## config.mk

```make
export PLATFORM = sky130hd
export DESIGN_NAME = cipher_top
export DESIGN_NICKNAME = d
export VERILOG_FILES = /design/src/source/cipher_pkg.sv /design/src/source/stream_queue_if.sv /design/src/source/stream_queue.sv /design/src/source/cipher_regfile.sv /design/src/source/cipher_fsm.sv /design/src/source/round_counter.sv /design/src/source/cipher_round_engine.sv /design/src/source/cipher_top.sv
export VERILOG_INCLUDE_DIRS = /design/src /design/src/source
export SDC_FILE = /design/constraint.sdc
export NUM_CORES = 1
export LEC_CHECK = 0
export BUFFER_PORTS_ARGS = -buffer_cell sky130_fd_sc_hd__buf_2
export CAP_MARGIN = 0
export CORE_ASPECT_RATIO = 2
export CORE_MARGIN = 2
export CORE_UTILIZATION = 54
export DETAILED_ROUTE_END_ITERATION = 6
export PLACE_DENSITY_LB_ADDON = 0.1
export SYNTH_ARGS = -nofsm -noshare
export SYNTH_HDL_FRONTEND = slang
export SYNTH_SLANG_ARGS = --single-unit
```

## constraint.sdc

```tcl
create_clock -name clk -period 10.3 [get_ports clk]
set_clock_uncertainty 0.2 [all_clocks]
set_input_delay 0.515 -clock clk [delete_from_list [all_inputs] [get_ports clk]]
set_output_delay 0.515 -clock clk [all_outputs]
set_load 0.005 [all_outputs]
```

## src/source/cipher_macros.svh

```systemverilog
`ifndef CIPHER_MACROS_SVH
`define CIPHER_MACROS_SVH

// Cipher and queue sizing
`define CIPHER_ROUNDS 8
`define QUEUE_DEPTH   4

// APB address width
`define APB_ADDR_W    8

// Register map
`define REG_KEY       8'h00
`define REG_PT        8'h04
`define REG_CTRL      8'h08
`define REG_STATUS    8'h0C
`define REG_RESULT    8'h10
`define REG_TAG       8'h14

`endif

```

## src/source/cipher_pkg.sv

```systemverilog
`default_nettype none

package cipher_pkg;

  // Data block and key
  typedef logic [31:0] block_t;
  typedef logic [31:0] key_t;

  // Job sequence number, wraps around
  typedef logic [3:0] tag_t;

  // Source queue payload
  typedef struct packed {
    block_t pt;
    tag_t   tag;
  } job_t;

  // Sink queue payload
  typedef struct packed {
    block_t ct;
    tag_t   tag;
  } result_t;

  typedef enum logic [1:0] {
    IDLE,
    STARTING,
    WORKING,
    FINISHED
  } cipher_state_t;

endpackage

`default_nettype wire

```

## src/source/stream_queue_if.sv

```systemverilog
`timescale 1ns/1ps
`default_nettype none

`include "cipher_macros.svh"

interface stream_queue_if #(
  parameter type T     = logic,
  parameter int  DEPTH = `QUEUE_DEPTH
);

  logic                         push;
  T                             wdata;
  logic                         full;
  logic                         pop;
  T                             rdata;
  logic                         empty;
  logic [$clog2(DEPTH+1)-1:0]   level;

  modport queue   (input push, wdata, pop, output full, rdata, empty, level);
  // Control and data split so a transfer can be steered by one block
  modport wr_ctl  (output push, input full, level);
  modport wr_data (output wdata);
  modport rd_ctl  (output pop, input empty, level);
  modport rd_data (input rdata);

endinterface

`default_nettype wire

```

## src/source/stream_queue.sv

```systemverilog
`timescale 1ns/1ps
`default_nettype none

`include "cipher_macros.svh"

module stream_queue #(
  parameter type T     = logic,
  parameter int  DEPTH = `QUEUE_DEPTH
) (
  input  logic           clk,
  input  logic           reset_n,
  input  logic           clear_i,
  stream_queue_if.queue  q
);

  localparam int PW = (DEPTH > 1) ? $clog2(DEPTH) : 1;
  localparam int LW = $clog2(DEPTH + 1);

  T              mem [DEPTH];
  logic [PW-1:0] wr_ptr;
  logic [PW-1:0] rd_ptr;
  logic [LW-1:0] count;
  logic          do_push;
  logic          do_pop;

  // Pointer wrap for any depth
  function automatic logic [PW-1:0] ptr_inc(input logic [PW-1:0] p);
    return (p == PW'(DEPTH - 1)) ? '0 : p + 1'b1;
  endfunction

  assign do_push = q.push & ~q.full;
  assign do_pop  = q.pop & ~q.empty;

  always_ff @(posedge clk or negedge reset_n) begin
    if (!reset_n) begin
      wr_ptr <= '0;
      rd_ptr <= '0;
      count  <= '0;
    end else if (clear_i) begin
      wr_ptr <= '0;
      rd_ptr <= '0;
      count  <= '0;
    end else begin
      if (do_push) wr_ptr <= ptr_inc(wr_ptr);
      if (do_pop)  rd_ptr <= ptr_inc(rd_ptr);
      // Simultaneous push and pop keeps the level
      if (do_push && !do_pop) begin
        count <= count + 1'b1;
      end else if (do_pop && !do_push) begin
        count <= count - 1'b1;
      end
    end
  end

  always_ff @(posedge clk) begin
    if (do_push) mem[wr_ptr] <= q.wdata;
  end

  // Head entry visible before the pop
  assign q.rdata = mem[rd_ptr];
  assign q.full  = (count == LW'(DEPTH));
  assign q.empty = (count == '0);
  assign q.level = count;

endmodule

`default_nettype wire

```

## src/source/cipher_regfile.sv

```systemverilog
`timescale 1ns/1ps
`default_nettype none

`include "cipher_macros.svh"

module cipher_regfile
  import cipher_pkg::*;
(
  input  logic                   clk,
  input  logic                   reset_n,
  input  logic                   psel_i,
  input  logic                   penable_i,
  input  logic                   pwrite_i,
  input  logic [`APB_ADDR_W-1:0] paddr_i,
  input  logic [31:0]            pwdata_i,
  output logic [31:0]            prdata_o,
  output logic                   pready_o,
  output logic                   pslverr_o,
  input  logic                   busy_i,
  input  logic                   done_i,
  output logic                   start_o,
  output logic                   clear_o,
  output key_t                   key_o,
  stream_queue_if.wr_ctl         src_ctl,
  stream_queue_if.wr_data        src_data,
  stream_queue_if.rd_ctl         snk_ctl,
  stream_queue_if.rd_data        snk_data
);

  logic        access;
  logic        wr_en;
  logic        rd_en;
  logic        hit_key;
  logic        hit_pt;
  logic        hit_ctrl;
  logic        hit_status;
  logic        hit_result;
  logic        hit_tag;
  logic        mapped;
  key_t        key_q;
  tag_t        tag_q;
  job_t        push_job;
  result_t     head;
  logic [31:0] status;

  // Zero wait states, the access phase completes the transfer
  assign access   = psel_i & penable_i;
  assign wr_en    = access & pwrite_i;
  assign rd_en    = access & ~pwrite_i;
  assign pready_o = 1'b1;

  assign hit_key    = (paddr_i == `REG_KEY);
  assign hit_pt     = (paddr_i == `REG_PT);
  assign hit_ctrl   = (paddr_i == `REG_CTRL);
  assign hit_status = (paddr_i == `REG_STATUS);
  assign hit_result = (paddr_i == `REG_RESULT);
  assign hit_tag    = (paddr_i == `REG_TAG);
  assign mapped     = hit_key | hit_pt | hit_ctrl | hit_status | hit_result | hit_tag;

  always_ff @(posedge clk or negedge reset_n) begin
    if (!reset_n) begin
      key_q <= '0;
      tag_q <= '0;
    end else begin
      if (wr_en && hit_key) key_q <= pwdata_i;
      // Next sequence number per accepted plaintext
      if (src_ctl.push) tag_q <= tag_q + 1'b1;
    end
  end

  assign key_o = key_q;

  // Plaintext push, dropped when the source queue is full
  assign push_job.pt   = pwdata_i;
  assign push_job.tag  = tag_q;
  assign src_data.wdata = push_job;
  assign src_ctl.push  = wr_en & hit_pt & ~src_ctl.full;

  assign start_o = wr_en & hit_ctrl & pwdata_i[0];
  assign clear_o = wr_en & hit_ctrl & pwdata_i[1];

  // Result read pops the sink head
  assign head        = snk_data.rdata;
  assign snk_ctl.pop = rd_en & hit_result & ~snk_ctl.empty;

  always_comb begin
    status       = '0;
    status[0]    = done_i;
    status[1]    = busy_i;
    status[6:4]  = src_ctl.level;
    status[10:8] = snk_ctl.level;
  end

  always_comb begin
    prdata_o = '0;
    if (rd_en) begin
      if (hit_key) begin
        prdata_o = key_q;
      end else if (hit_status) begin
        prdata_o = status;
      end else if (hit_result && !snk_ctl.empty) begin
        prdata_o = head.ct;
      end else if (hit_tag && !snk_ctl.empty) begin
        prdata_o = {28'b0, head.tag};
      end
    end
  end

  // Error response in the access cycle
  assign pslverr_o = access & (~mapped
                               | (pwrite_i & hit_pt & src_ctl.full)
                               | (~pwrite_i & hit_result & snk_ctl.empty));

endmodule

`default_nettype wire

```

## src/source/cipher_fsm.sv

```systemverilog
`timescale 1ns/1ps
`default_nettype none

module cipher_fsm
  import cipher_pkg::*;
(
  input  logic           clk,
  input  logic           reset_n,
  input  logic           clear_i,
  input  logic           start_i,
  input  logic           last_i,
  output logic           count_en_o,
  output logic           load_o,
  output logic           round_en_o,
  output logic           done_o,
  output logic           busy_o,
  stream_queue_if.rd_ctl src,
  stream_queue_if.wr_ctl snk
);

  cipher_state_t state_q;
  cipher_state_t state_d;
  logic          done_q;
  logic          streams_ready;

  // Both streams able to take one block
  assign streams_ready = ~src.empty & ~snk.full;

  always_ff @(posedge clk or negedge reset_n) begin
    if (!reset_n) begin
      state_q <= IDLE;
    end else if (clear_i) begin
      state_q <= IDLE;
    end else begin
      state_q <= state_d;
    end
  end

  // Sticky done, set on the way from FINISHED back to IDLE
  always_ff @(posedge clk or negedge reset_n) begin
    if (!reset_n) begin
      done_q <= 1'b0;
    end else if (clear_i || start_i) begin
      done_q <= 1'b0;
    end else if (state_q == FINISHED && src.empty) begin
      done_q <= 1'b1;
    end
  end

  always_comb begin
    state_d = state_q;
    case (state_q)
      IDLE: begin
        if (start_i) state_d = STARTING;
      end
      STARTING: begin
        if (streams_ready) state_d = WORKING;
      end
      WORKING: begin
        if (last_i) state_d = FINISHED;
      end
      FINISHED: begin
        state_d = src.empty ? IDLE : STARTING;
      end
      default: state_d = IDLE;
    endcase
  end

  always_comb begin
    load_o     = (state_q == STARTING) & streams_ready;
    src.pop    = load_o;
    count_en_o = (state_q == WORKING);
    round_en_o = (state_q == WORKING);
    snk.push   = (state_q == FINISHED);
    busy_o     = (state_q != IDLE);
  end

  assign done_o = done_q;

endmodule

`default_nettype wire

```

## src/source/round_counter.sv

```systemverilog
`timescale 1ns/1ps
`default_nettype none

`include "cipher_macros.svh"

module round_counter (
  input  logic       clk,
  input  logic       reset_n,
  input  logic       count_en_i,
  output logic [2:0] round_o,
  output logic       last_o
);

  logic [2:0] round_q;

  // Restarts from zero whenever WORKING is left
  always_ff @(posedge clk or negedge reset_n) begin
    if (!reset_n) begin
      round_q <= '0;
    end else if (count_en_i) begin
      round_q <= round_q + 1'b1;
    end else begin
      round_q <= '0;
    end
  end

  assign round_o = round_q;
  assign last_o  = count_en_i & (round_q == 3'(`CIPHER_ROUNDS - 1));

endmodule

`default_nettype wire

```

## src/source/cipher_round_engine.sv

```systemverilog
`timescale 1ns/1ps
`default_nettype none

module cipher_round_engine
  import cipher_pkg::*;
(
  input  logic            clk,
  input  logic            reset_n,
  input  logic            load_i,
  input  logic            round_en_i,
  input  logic [2:0]      round_i,
  input  key_t            key_i,
  stream_queue_if.rd_data src,
  stream_queue_if.wr_data snk
);

  block_t  state_q;
  tag_t    tag_q;
  job_t    job;
  result_t res;

  function automatic block_t rotl(input block_t x, input int unsigned n);
    return (x << n) | (x >> (32 - n));
  endfunction

  // One round: key mix, rotate, add round number
  function automatic block_t cipher_round(input block_t s, input key_t k, input logic [2:0] r);
    block_t t;
    t = s ^ rotl(k, r);
    t = rotl(t, 3);
    return t + {29'b0, r};
  endfunction

  assign job = src.rdata;

  always_ff @(posedge clk or negedge reset_n) begin
    if (!reset_n) begin
      state_q <= '0;
      tag_q   <= '0;
    end else if (load_i) begin
      state_q <= job.pt;
      tag_q   <= job.tag;
    end else if (round_en_i) begin
      state_q <= cipher_round(state_q, key_i, round_i);
    end
  end

  assign res.ct    = state_q;
  assign res.tag   = tag_q;
  assign snk.wdata = res;

endmodule

`default_nettype wire

```

## src/source/cipher_top.sv

```systemverilog
`timescale 1ns/1ps
`default_nettype none

`include "cipher_macros.svh"

module cipher_top
  import cipher_pkg::*;
(
  input  logic                   clk,
  input  logic                   reset_n,
  input  logic                   psel_i,
  input  logic                   penable_i,
  input  logic                   pwrite_i,
  input  logic [`APB_ADDR_W-1:0] paddr_i,
  input  logic [31:0]            pwdata_i,
  output logic [31:0]            prdata_o,
  output logic                   pready_o,
  output logic                   pslverr_o,
  output logic                   irq_o
);

  logic       busy;
  logic       start;
  logic       clear;
  key_t       key;
  logic       count_en;
  logic       load;
  logic       round_en;
  logic [2:0] round;
  logic       last;

  stream_queue_if #(.T(job_t),    .DEPTH(`QUEUE_DEPTH)) src_if ();
  stream_queue_if #(.T(result_t), .DEPTH(`QUEUE_DEPTH)) snk_if ();

  // Plaintext jobs
  stream_queue #(.T(job_t), .DEPTH(`QUEUE_DEPTH)) u_src_queue (
    .clk     (clk),
    .reset_n (reset_n),
    .clear_i (clear),
    .q       (src_if.queue)
  );

  // Ciphertext results
  stream_queue #(.T(result_t), .DEPTH(`QUEUE_DEPTH)) u_snk_queue (
    .clk     (clk),
    .reset_n (reset_n),
    .clear_i (clear),
    .q       (snk_if.queue)
  );

  // irq_o is the done flag itself
  cipher_regfile u_regfile (
    .clk       (clk),
    .reset_n   (reset_n),
    .psel_i    (psel_i),
    .penable_i (penable_i),
    .pwrite_i  (pwrite_i),
    .paddr_i   (paddr_i),
    .pwdata_i  (pwdata_i),
    .prdata_o  (prdata_o),
    .pready_o  (pready_o),
    .pslverr_o (pslverr_o),
    .busy_i    (busy),
    .done_i    (irq_o),
    .start_o   (start),
    .clear_o   (clear),
    .key_o     (key),
    .src_ctl   (src_if.wr_ctl),
    .src_data  (src_if.wr_data),
    .snk_ctl   (snk_if.rd_ctl),
    .snk_data  (snk_if.rd_data)
  );

  cipher_fsm u_fsm (
    .clk        (clk),
    .reset_n    (reset_n),
    .clear_i    (clear),
    .start_i    (start),
    .last_i     (last),
    .count_en_o (count_en),
    .load_o     (load),
    .round_en_o (round_en),
    .done_o     (irq_o),
    .busy_o     (busy),
    .src        (src_if.rd_ctl),
    .snk        (snk_if.wr_ctl)
  );

  round_counter u_round_counter (
    .clk        (clk),
    .reset_n    (reset_n),
    .count_en_i (count_en),
    .round_o    (round),
    .last_o     (last)
  );

  cipher_round_engine u_engine (
    .clk        (clk),
    .reset_n    (reset_n),
    .load_i     (load),
    .round_en_i (round_en),
    .round_i    (round),
    .key_i      (key),
    .src        (src_if.rd_data),
    .snk        (snk_if.wr_data)
  );

endmodule

`default_nettype wire

```

==> summary.md <==
| Metric | Value |
|---|---|
| Status | `finished clean` |
| Worst-margin pin slew | `1.08 ns` |
| Ys async rst share | `0.242` |
| Worst EP required | `10.54 ns` |
| Final hold violations | `0` |
| Dominant cells by area after synthesis | `edfxtp_1 45%, mux4_2 13%, dfrtp_1 12%` |
| Commonest non-fill, non-tap cell in the layout | `edfxtp_1` |
| Routed WL | `49.1 mm` |
| Crit Path Class | `reg -> reg` |
| Die X-Extent | `137 um` |
| Fraction of layout cells with a size suffix above 1 | `0.263` |
| Worst path arrival time | `5.86 ns` |
| Post-synth top area cell | `edfxtp_1` |
| GP Congestion | `0.964` |
| Largest net degree at the start of global routing | `63` |
| CP startpoint kind | `flip-flop` |
| # clock sinks | `380` |
| N_diodes | `0` |
| Maximum vdd ir drop | `147 uV` |
| Seq cells post-synth | `380` |
| Min-delay worst type | `in -> reg` |
| Port bufs | `78` |
| Clock latency on the worst-skew pair | `0.54 ns` |
| Area Overhead vs Synth | `10.2%` |
| Setup TNS | `0 ns` |
| Hold Path Depth | `1` |
| Final worst slack | `4.68 ns` |
| Core Area | `0.0350 mm2` |
| Place WS | `4.76 ns` |
| Detail Placement HPWL | `33.2 mm` |
| Vias | `11969` |
| Die area | `0.0369 mm2` |
| Syn nets | `1385` |
| PD cells | `248 mW/mm2` |
| Max-slew violation total from the final report | `0` |
| Routed wire per std cell | `26.8 um` |
| Clock buffer depth | `3` |
| IO Count | `80` |
| Max-Cap Viols | `0` |
| Ys Warns | `0` |
| Number of synthesized flops with an enable pin | `288` |
| Slew HR | `0.278` |
| Via density | `6.53` |
| Mapped Area | `0.0191 mm2` |
| Final Cycle Share | `0.546` |
| Num rows | `97` |
| Initial antenna violation count | `0` |
| Yosys cell types | `88` |
| Wire length of the first global-routing pass | `75.1 mm` |
| Worst Path Max Fanout | `28` |
| Clk slew on worst S/H paths | `0.07 ns` |
| Setup bufs post-CTS | `0` |
| Drt drc | `0` |
| Setup violators final | `0` |
| DR iter-0 viols | `852` |
| Pre-antenna DRT Iters | `5` |
| DIE HEIGHT | `270 um` |
| Post-synth top flop | `edfxtp_1` |
| Post-route ant nets | `0` |
| Crit. End Element | `flip-flop` |
| CTS Buf Count | `35` |
| Total grt overflow | `0` |
| Final Critical Period | `5.62 ns` |
| Vias in the first global route | `12146` |
| R2r worst-path depth | `16` |
| Top-area cell type share of the netlist area | `0.454` |
| Register area share after synthesis | `0.574` |
| Fin nets | `1434` |
| RSZ-0062 raised after global routing | `false` |
| CTS tree | `yes` |
| Global Route Usage Sum | `0.276` |
| Pleak | `0.00745 uW` |
| Post-synthesis average cell area | `14.5 um2` |
| Initial core utilization | `0.545` |
| Synth Instances | `1313` |
| H-tree lvl count | `2` |
| Fmax | `178 MHz` |
| CTS Root Cell | `clkbuf_16` |
| Commonest non-fill, non-tap cells in the layout | `288 x edfxtp_1, 108 x mux4_2, 105 x nor2_1` |
## cell type report
| class | instances | area, um2 |
|---|---|---|
| multi-input combinational | 803 | 7510 |
| fill | 2732 | 13900 |
| inverter | 26 | 97.6 |
| sequential | 380 | 11000 |
| clock inverter | 16 | 175 |
| tap | 445 | 557 |
| timing repair buffer | 116 | 713 |
| clock buffer | 47 | 992 |
## critical path: stages, from the launching register on
cell	delay, ns
dfrtp_2	0.74
buf_4	0.51
mux2i_1	0.17
mux4_2	0.52
xnor2_1	0.19
ha_1	0.19
inv_1	0.06
fa_1	0.37
nor2b_1	0.28
nor2_1	0.11
o41ai_1	0.35
nor4_1	0.15
or3_4	0.42
nor4_4	0.69
nand4_1	0.20
xor2_1	0.18
o22ai_1	0.17
## worst paths after layout
| check | start | endpoint | slack [ns] |
|---|---|---|---|
| setup / recovery | u_round_counter.round_o[1] | u_engine.state_q[20] | 4.68 |
| hold / removal | pwdata_i[15] | u_src_queue.mem[2][19] | 0.02 |
| setup reg to reg | u_round_counter.round_o[1] | u_engine.state_q[20] | 4.68 |
| hold reg to reg | u_regfile.tag_q[3] | u_regfile.tag_q[3] | 0.35 |
| max in group asynchronous | reset_n | u_snk_queue.rd_ptr[0] | 8.24 |
| min in group asynchronous | reset_n | u_regfile.key_o[17] | 0.27 |
## power by group
group          leakage, uW  switching, uW  internal [uW]  total [uW]
clock network     0.000566            559            758        1320
registers          0.00380            253           1970        2220
logic              0.00309           1000            676        1680
total              0.00745           1820           3400        5220
## cell families (layout without fill, tap and decap cells)
logic type | Yosys count | count (layout) | synth area share
compound gates | 203 | 203 | 0.0734
xor+xnor | 57 | 57 | 0.0266
fa+ha+maj | 27 | 27 | 0.0189
buf+inv | 130 | 205 | 0.0331
flops | 380 | 380 | 0.574
mux | 215 | 215 | 0.193
other cells | 1 | 1 | 0.000197
simple gates | 300 | 300 | 0.0808
## Yosys cell counts (23+ instances only)
master / count
edfxtp_1: 288
mux4_2: 108
nor2_1: 105
dfrtp_1: 92
nand2_1: 59
a21oi_1: 52
clkbuf_1: 51
mux2_2: 49
mux2i_1: 45
xnor2_1: 32
o21ai_0: 28
a22oi_1: 26
ha_1: 24
xor2_1: 24
inv_1: 23
## through the flow
step | hold slack (ns) | util | instances | instance area [um2] | power, uW
global placement | 0.304 | 0.564 | 1756 | 19700 | 3880
floorplan | 0.0194 | - | 1313 | 19100 | 3470
finish | 0.0153 | 0.601 | 1833 | 21000 | 5220
CTS | 0.000345 | 0.601 | 1833 | 21000 | 5240
global route | 0.0147 | 0.601 | 1833 | 21000 | 5480
detailed placement | 0.304 | 0.564 | 1756 | 19700 | 3910
## registers in the layout, indices dropped and copies added, names as in the netlist, 3 cells and up
name	flops
u_engine.state_q	32
u_engine.tag_q	4
u_regfile.key_o	32
u_regfile.tag_q	4
u_round_counter.round_o	3
u_snk_queue.mem	144
u_snk_queue.q.level	3
u_src_queue.mem	144
u_src_queue.q.level	3
## per-layer routing
| layer | GRT usage | vias to the layer above | wire length (um) |
|---|---|---|---|
| met4 | 0.131 | 0 | 2640 |
| met3 | 0.0323 | 137 | 2600 |
| li1 | - | 5205 | - |
| met1 | 0.361 | 6101 | 18900 |
| met2 | 0.457 | 526 | 25000 |
| met5 | 0 | - | 0 |
## what timing repair did
action,4_1_cts,5_1_grt
hold buffers,14,0
resized for setup,0,0
setup endpoints to repair,0,0
hold endpoints to repair,81,0
Note: power is estimated with default switching activity, not from simulation.
